$ cat src/include/nic_settings.svh
`ifndef NIC_SETTINGS_SVH
`define NIC_SETTINGS_SVH

// port count and slot geometry
`define NUM_PORTS     2
`define SLOT_WORDS    512
`define FRAME_LEN_W   12
`define TS_W          64
`define BUS_DW        16

// address map regions
`define REGION_GLOBAL 0
`define REGION_PORT0  4

// global register indices
`define REG_STATUS    0
`define REG_CNT0      2
`define REG_CNT1      3
`define REG_CNT2      4
`define REG_CNT3      5

// per-port metadata indices
`define META_TS0      0
`define META_TS1      1
`define META_TS2      2
`define META_TS3      3
`define META_LEN      6

`endif
$ cat src/logic/nic_pkg.sv
`default_nettype none

`include "nic_settings.svh"

package nic_pkg;

  typedef logic [`TS_W-1:0]        ts_t;
  typedef logic [`FRAME_LEN_W-1:0] flen_t;

  // ----------------------------------------------------------------------
  // bus byte address, two decodes of the same word
  // ----------------------------------------------------------------------

  // registers: global block or port metadata
  typedef struct packed {
    logic [2:0] region;
    logic       mem_sel;
    logic [7:0] pad;
    logic [2:0] idx;
    logic       lsb;
  } meta_addr_s;

  // slot memory, one 32-bit word read as two halves
  typedef struct packed {
    logic [2:0] region;
    logic       mem_sel;
    logic       pad;
    logic [8:0] word;
    logic       half;
    logic       lsb;
  } mem_addr_s;

  typedef union packed {
    meta_addr_s meta;
    mem_addr_s  mem;
  } bus_addr_u;

endpackage

`default_nettype wire

$ cat src/logic/nic_ifs.sv
`default_nettype none

`include "nic_settings.svh"


// timestamp value plus host byte writes
interface counter_wr_if;
  nic_pkg::ts_t value;
  logic         wr_en;
  logic [1:0]   wr_idx;
  logic [1:0]   wr_be;
  logic [15:0]  wr_data;

  modport counter (output value, input wr_en, wr_idx, wr_be, wr_data);
  modport host (input value, output wr_en, wr_idx, wr_be, wr_data);
endinterface

`default_nettype wire

$ cat src/logic/timestamp_counter.sv
`default_nettype none

`include "nic_settings.svh"

module timestamp_counter (
  input wire logic      clk_125,
  input wire logic      core_rst_n,
  counter_wr_if.counter cnt
);

  nic_pkg::ts_t count_q;
  nic_pkg::ts_t count_nxt;

  // increment first, then host bytes override their lanes
  always_comb begin
    count_nxt = count_q + 1'b1;
    if (cnt.wr_en) begin
      for (int b = 0; b < 2; b++) begin
        if (cnt.wr_be[b]) begin
          count_nxt[cnt.wr_idx*16 + b*8 +: 8] = cnt.wr_data[b*8 +: 8];
        end
      end
    end
  end

  always_ff @(posedge clk_125 or negedge core_rst_n) begin
    if (!core_rst_n) begin
      count_q <= '0;
    end else begin
      count_q <= count_nxt;
    end
  end

  assign cnt.value = count_q;

endmodule

`default_nettype wire

$ cat src/flat_wrapper.sv
// flat-port wrapper written by rule: the top's interface ports become plain ports
module timestamp_counter_flat 
  (clk_125, core_rst_n, cnt_value, cnt_wr_en, cnt_wr_idx, cnt_wr_be, cnt_wr_data);
  counter_wr_if cnt_i ();
  input wire logic clk_125;
  input wire logic core_rst_n;
  output wire logic [$bits(cnt_i.value)-1:0] cnt_value;
  input wire logic [$bits(cnt_i.wr_en)-1:0] cnt_wr_en;
  input wire logic [$bits(cnt_i.wr_idx)-1:0] cnt_wr_idx;
  input wire logic [$bits(cnt_i.wr_be)-1:0] cnt_wr_be;
  input wire logic [$bits(cnt_i.wr_data)-1:0] cnt_wr_data;
  assign cnt_value = cnt_i.value;
  assign cnt_i.wr_en = cnt_wr_en;
  assign cnt_i.wr_idx = cnt_wr_idx;
  assign cnt_i.wr_be = cnt_wr_be;
  assign cnt_i.wr_data = cnt_wr_data;
  timestamp_counter u_core (.clk_125(clk_125), .core_rst_n(core_rst_n), .cnt(cnt_i));
endmodule
$ cat config.mk
export PLATFORM = sky130hd
export DESIGN_NAME = timestamp_counter_flat
export DESIGN_NICKNAME = d
export VERILOG_FILES = /design/src/logic/nic_pkg.sv /design/src/logic/nic_ifs.sv /design/src/logic/timestamp_counter.sv /design/src/flat_wrapper.sv
export VERILOG_INCLUDE_DIRS = /design/src /design/src/include
export SDC_FILE = /design/constraint.sdc
export NUM_CORES = 1
export LEC_CHECK = 0
export BUFFER_PORTS_ARGS = -buffer_cell sky130_fd_sc_hd__buf_2
export CORE_ASPECT_RATIO = 1.5
export CORE_UTILIZATION = 55
export CTS_CLUSTER_SIZE = 28
export DETAILED_ROUTE_END_ITERATION = 12
export PLACE_DENSITY = 0.82
export REMOVE_ABC_BUFFERS = 1
export SYNTH_ARGS = -nofsm -noshare
export SYNTH_HDL_FRONTEND = slang
export SYNTH_SLANG_ARGS = --single-unit
export TNS_END_PERCENT = 1
$ cat constraint.sdc
create_clock -name clk_125 -period 3.1 [get_ports clk_125]
set_input_delay 0 -clock clk_125 [delete_from_list [all_inputs] [get_ports clk_125]]
set_output_delay 0 -clock clk_125 [all_outputs]
set_load 0.03 [all_outputs]
======== Yosys cells after proc, flatten, opt, wreduce, memory -nomap -nowiden ========
Index checks and enable logic that the tools add are counted.
storage, ports and cells
  register bits after elaboration ......... 64
  latch bits .............................. 0
  RAM bits ................................ 0
  memory bits (read-only) ................. 0
  input bits .............................. 23
  output and inout bits ................... 64
  memories kept ........................... 0
cells by class
  $add $sub $neg .......................... 4
  $mul .................................... 0
  div/mod/pow operators ................... 0
  $lt $le $gt $ge ......................... 0
  equal/unequal tests ..................... 0
  shifts and indexed selects .............. 4
  muxes and demuxes ....................... 6
  bitwise operators ....................... 0
  reductions and logical operators ........ 0
operator list
  cell                                                    count
  two-way mux 64 bit                                      4
  bitwise mux 64 bit                                      2
  variable shift 8 x 34 -> 64 bit (first input constant)  2
  indexed part select 8 x 34 -> 64 bit                    2
  adder 64 x 1 -> 64 bit (second input constant)          1
  negation 32 -> 34 bit                                   1
  negation 6 -> 34 bit                                    1
  adder 6 x 4 -> 7 bit (second input constant)            1

======== Logic depth before layout (Yosys ltp) ========
  depth after elaboration ................. 8
  gate-level depth with buffers ........... 8
  depth with buffers taken out ............ 6

======== Worst setup path before layout ========
No wires, ideal clock.
  path type ............................... register to register
  from .................................... reg u_core.count_q[0] (netlist: u_core.cnt.value[0])
  to ...................................... reg u_core.count_q[48] (netlist: u_core.cnt.value[48])
  arrival ................................. 2.396 ns
  required time ........................... 3.030 ns
  path slack .............................. 0.634 ns
  cell stages (with the launch flop) ...... 8
  clock period less this slack ............ 2.466 ns
  cell sequence ........................... dfrtp_1 ha_1 nand4_1 or4_1 or2_1 buf_6 or4_1 nand3_1
between the ends
  word-level cells in the longest chain between the ends .. 7
RTL lines
  item                      RTL line                 source
  start, declared           timestamp_counter.sv:11  nic_pkg::ts_t count_q;
  start signal, assigned    timestamp_counter.sv:30  count_q <= count_nxt;
  adder 64 x 1 -> 64 bit *  timestamp_counter.sv:16  count_nxt = count_q + 1'b1;
  bitwise mux 64 bit        timestamp_counter.sv:20  count_nxt[cnt.wr_idx*16 + b*8 +: 8] = cnt.wr_data[b*8 +: 8];
  two-way mux 64 bit        timestamp_counter.sv:19  if (cnt.wr_be[b]) begin
  two-way mux 64 bit        timestamp_counter.sv:17  if (cnt.wr_en) begin
  bitwise mux 64 bit        timestamp_counter.sv:20
  two-way mux 64 bit        timestamp_counter.sv:19
  two-way mux 64 bit *      timestamp_counter.sv:17
  via u_core.count_nxt[48]  timestamp_counter.sv:12  nic_pkg::ts_t count_nxt;
Mark *: on every way through the listed nets, which the timed path passes. The rest lies on a longest branch. The select of a mux whose other input is x is not followed.

======== Worst setup path after layout ========
  from .................................... reg u_core.count_q[0] (netlist: u_core.cnt.value[0])
  to ...................................... reg u_core.count_q[52] (netlist: u_core.cnt.value[52])
Same word-level chain as after synthesis.

==> summary.txt <==
Clocking
  • TritonCTS clock tree: yes
  • CTS H-tree depth: 3
  • Clk Tree Root Cell: clkbuf_8
  • Post-CTS Setup Repair Bufs: 0
  • Clock sink total: 64
  • Clock Path Buffers: 2
  • Clock Latency Late Sink: 0.36 ns
  • Clock-pin slew on the worst setup and hold paths: 0.07 ns
  • TritonCTS buffer count: 9
  • Post-CTS Resized: 0

Timing
  • Clock Skew: 0.0124 ns
  • Max Slew Vio Count: 0
  • Fmax achieved: 378 MHz
  • Tmin final: 2.65 ns
  • Crit share post-route: 85.4%
  • Hold WS: 0.155 ns
  • Final Hold Viols: 0
  • # setup viols final: 0
  • RSZ-0062 raised after global routing: false
  • Slew margin rel.: 35.0%
  • Slew @ Worst Pin: 0.975 ns
  • Setup_tns: 0 ns

Worst setup path
  • Worst path arrival time: 2.88 ns
  • CP peak stage delay: 0.65 ns
  • Ordered cell list for the critical path: ha_1 > nand4_1 > or4_1 > buf_4 > nor4_1 > nor3_1 > a221o_1
  • Critical path data required time: 3.34 ns
  • CP Max Fanout: 15
  • Crit start category: register
  • Setup slack, reg-to-reg: 0.45 ns
  • CP Buf/Inv Count: 1
  • Critical path class: reg -> reg
  • Setup crit end kind: register
  • FF-to-FF Start: u_core.cnt.value[0]
  • Critical path's slowest cell: or4_1
  • Family with the most delay on the worst path: simple AND/OR/NAND/NOR gates
  • Crit. Startpoint: u_core.cnt.value[0]

Cells and area
  • Layout cells sized above 1: 20.1%
  • Final #Nets: 596
  • Area Growth Syn to Fin: 21.5%
  • ANT cells: 0
  • Most frequent cells in the layout: buf_2 (86), nand2_1 (83), dfrtp_1 (64)
  • Util after Layout: 69.8%
  • Final Non-Filler Cells: 650
  • Commonest non-fill, non-tap cell in the layout: buf_2
  • # fillers: 539
  • Footprint of the multi-input gates: 0.00225 mm2
  • Largest register FFs: 64
  • Storage cell area: 0.00160 mm2

Synthesis
  • Asr flop ratio synth: 100%
  • Unique cell type count in the Yosys netlist: 37
  • Main synth FF type: dfrtp_1
  • Adder-Cell Fraction of Synth Area: 1.88%
  • Post-Syn Area: 0.00399 mm2
  • Fraction of synthesized cell area in xor and xnor cells: 10.5%
  • YS warnings: 0
  • Post-synthesis cell count: 468
  • Post-synthesis sequential area ratio: 40.1%
  • Post-synth top area cell: dfrtp_1
  • Synth top area cells: dfrtp_1 (40%), xnor2_1 (7.9%), nand2_1 (7.8%), o21ai_0 (5.1%), and4_1 (3.5%)
  • Synth Area in Simple Gates: 32.2%
  • Largest family of logic cells by synthesized area: simple AND/OR/NAND/NOR gates
  • Syn avg cell area: 8.53 um2
  • Number of flops mapped to enable cells by yosys: 0
  • Yosys reg bits: 64
  • Share of the synthesized area in the top cell type: 40.1%
  • Compound-cell area share of the yosys netlist: 11.6%
  • Mux cell area share after synthesis: 0.251%

Global route
  • Aggregate global routing overflow: 0
  • Vias in the first global route: 4051
  • First-pass GRT wire length: 20000 um
  • Initial antenna violation count: 0
  • Largest net degree at the start of global routing: 44
  • Gr usage total: 34.8%

Pwr
  • Power Total: 2.64 mW
  • Max VDD drop: 0.338 mV
  • Lkg Pwr: 2.02 nW
  • P per Cell Area: 545 mW/mm2

Run status
  • Status: complete, no violations

Floorplanning
  • I/O pin count: 87
  • Die ar.: 0.00761 mm2
  • Core area: 0.00694 mm2
  • Initial core utilization: 57.5%
  • Rows: 37
  • Height of the die: 106 um
  • Chip Width: 71.6 um

Drt
  • Wire per inst: 19.8 um
  • Via density: 6.48
  • Vias: 4215
  • First-pass detailed-route iteration total: 5
  • DRC Markers: 0
  • Antenna viol nets, final: 0
  • Final WL: 12800 um
  • DRT iter0 DRCs: 342

Placed design
  • Final HPWL DP: 8950 um
  • Placed cells: 617
  • Placer's final routability congestion estimate: 0.951
  • I/O Buffers: 86

Hold path
  • HP Class: in -> reg
  • Worst Hold Launch: cnt_wr_idx[1]

Job
  • Max Cap Violations: 0
-- worst reg2reg max path, cell delays in order, from the launching register on --
cell and delay [ns]:
dfrtp_1 0.40, ha_1 0.29, nand4_1 0.18, or4_1 0.65
buf_4 0.27, nor4_1 0.40, nor3_1 0.08, a221o_1 0.27
-- logic make-up after synthesis --
logic type | after synthesis
AND/OR/NAND/NOR | 237
AO/OA/AOI/OAI | 80
adder cells (fa/ha/maj) | 6
flip-flops | 64
multiplexers | 1
XOR/XNOR | 48
buffers and inverters | 32
-- where the power goes --
group	internal, mW	total [mW]	switching [mW]
Sequential	0.963	1.16	0.199
Combinational	0.247	0.745	0.498
Clock	0.392	0.734	0.343
-- layout make-up --
cell class	count	area share [%]
Sequential cell	64	33.0
Timing Repair Buffer	112	13.8
Inverter	8	0.619
Multi-Input combinational cell	372	46.5
Clock buffer	11	2.92
Tap cell	78	2.01
Clock inverter	5	1.16
-- metrics by stage --
step           area, um2  worst slack [ns]
3_5_place_dp        4480             0.527
5_1_grt             4850             0.373
2_1_floorplan       3890             0.321
3_3_place_gp        4480             0.604
4_1_cts             4850             0.505
6_report            4850             0.454
-- layer usage --
metal	routed length, um	track usage [%]	vias up
li1	-	-	1912
met1	4910	42.0	2017
met2	6360	57.1	231
met3	913	6.45	55
met4	667	21.3	0
met5	0	0	-
-- cells in the mapped netlist (15+ instances only) --
| cell | instances |
|---|---|
| a21oi_1 | 17 |
| and3_1 | 20 |
| and4_1 | 16 |
| clkbuf_1 | 21 |
| dfrtp_1 | 64 |
| nand2_1 | 83 |
| nand3_1 | 26 |
| nand4_1 | 19 |
| nor2_1 | 15 |
| nor3_1 | 17 |
| nor4_1 | 18 |
| o21ai_0 | 41 |
| xnor2_1 | 36 |
-- final timing paths --
check,endpoint,cells after the start
max,u_core.cnt.value[52],7
min,u_core.cnt.value[14],4
max reg2reg,u_core.cnt.value[52],7
min reg2reg,u_core.cnt.value[0],1
max in group asynchronous,u_core.cnt.value[47],3
min in group asynchronous,u_core.cnt.value[6],2
-- timing repair --
item	CTS	global route
hold endpoints to repair	95	0
endpoints found under the setup margin	0	0
hold buffers	17	0
Note: power is estimated with default switching activity, not from simulation.
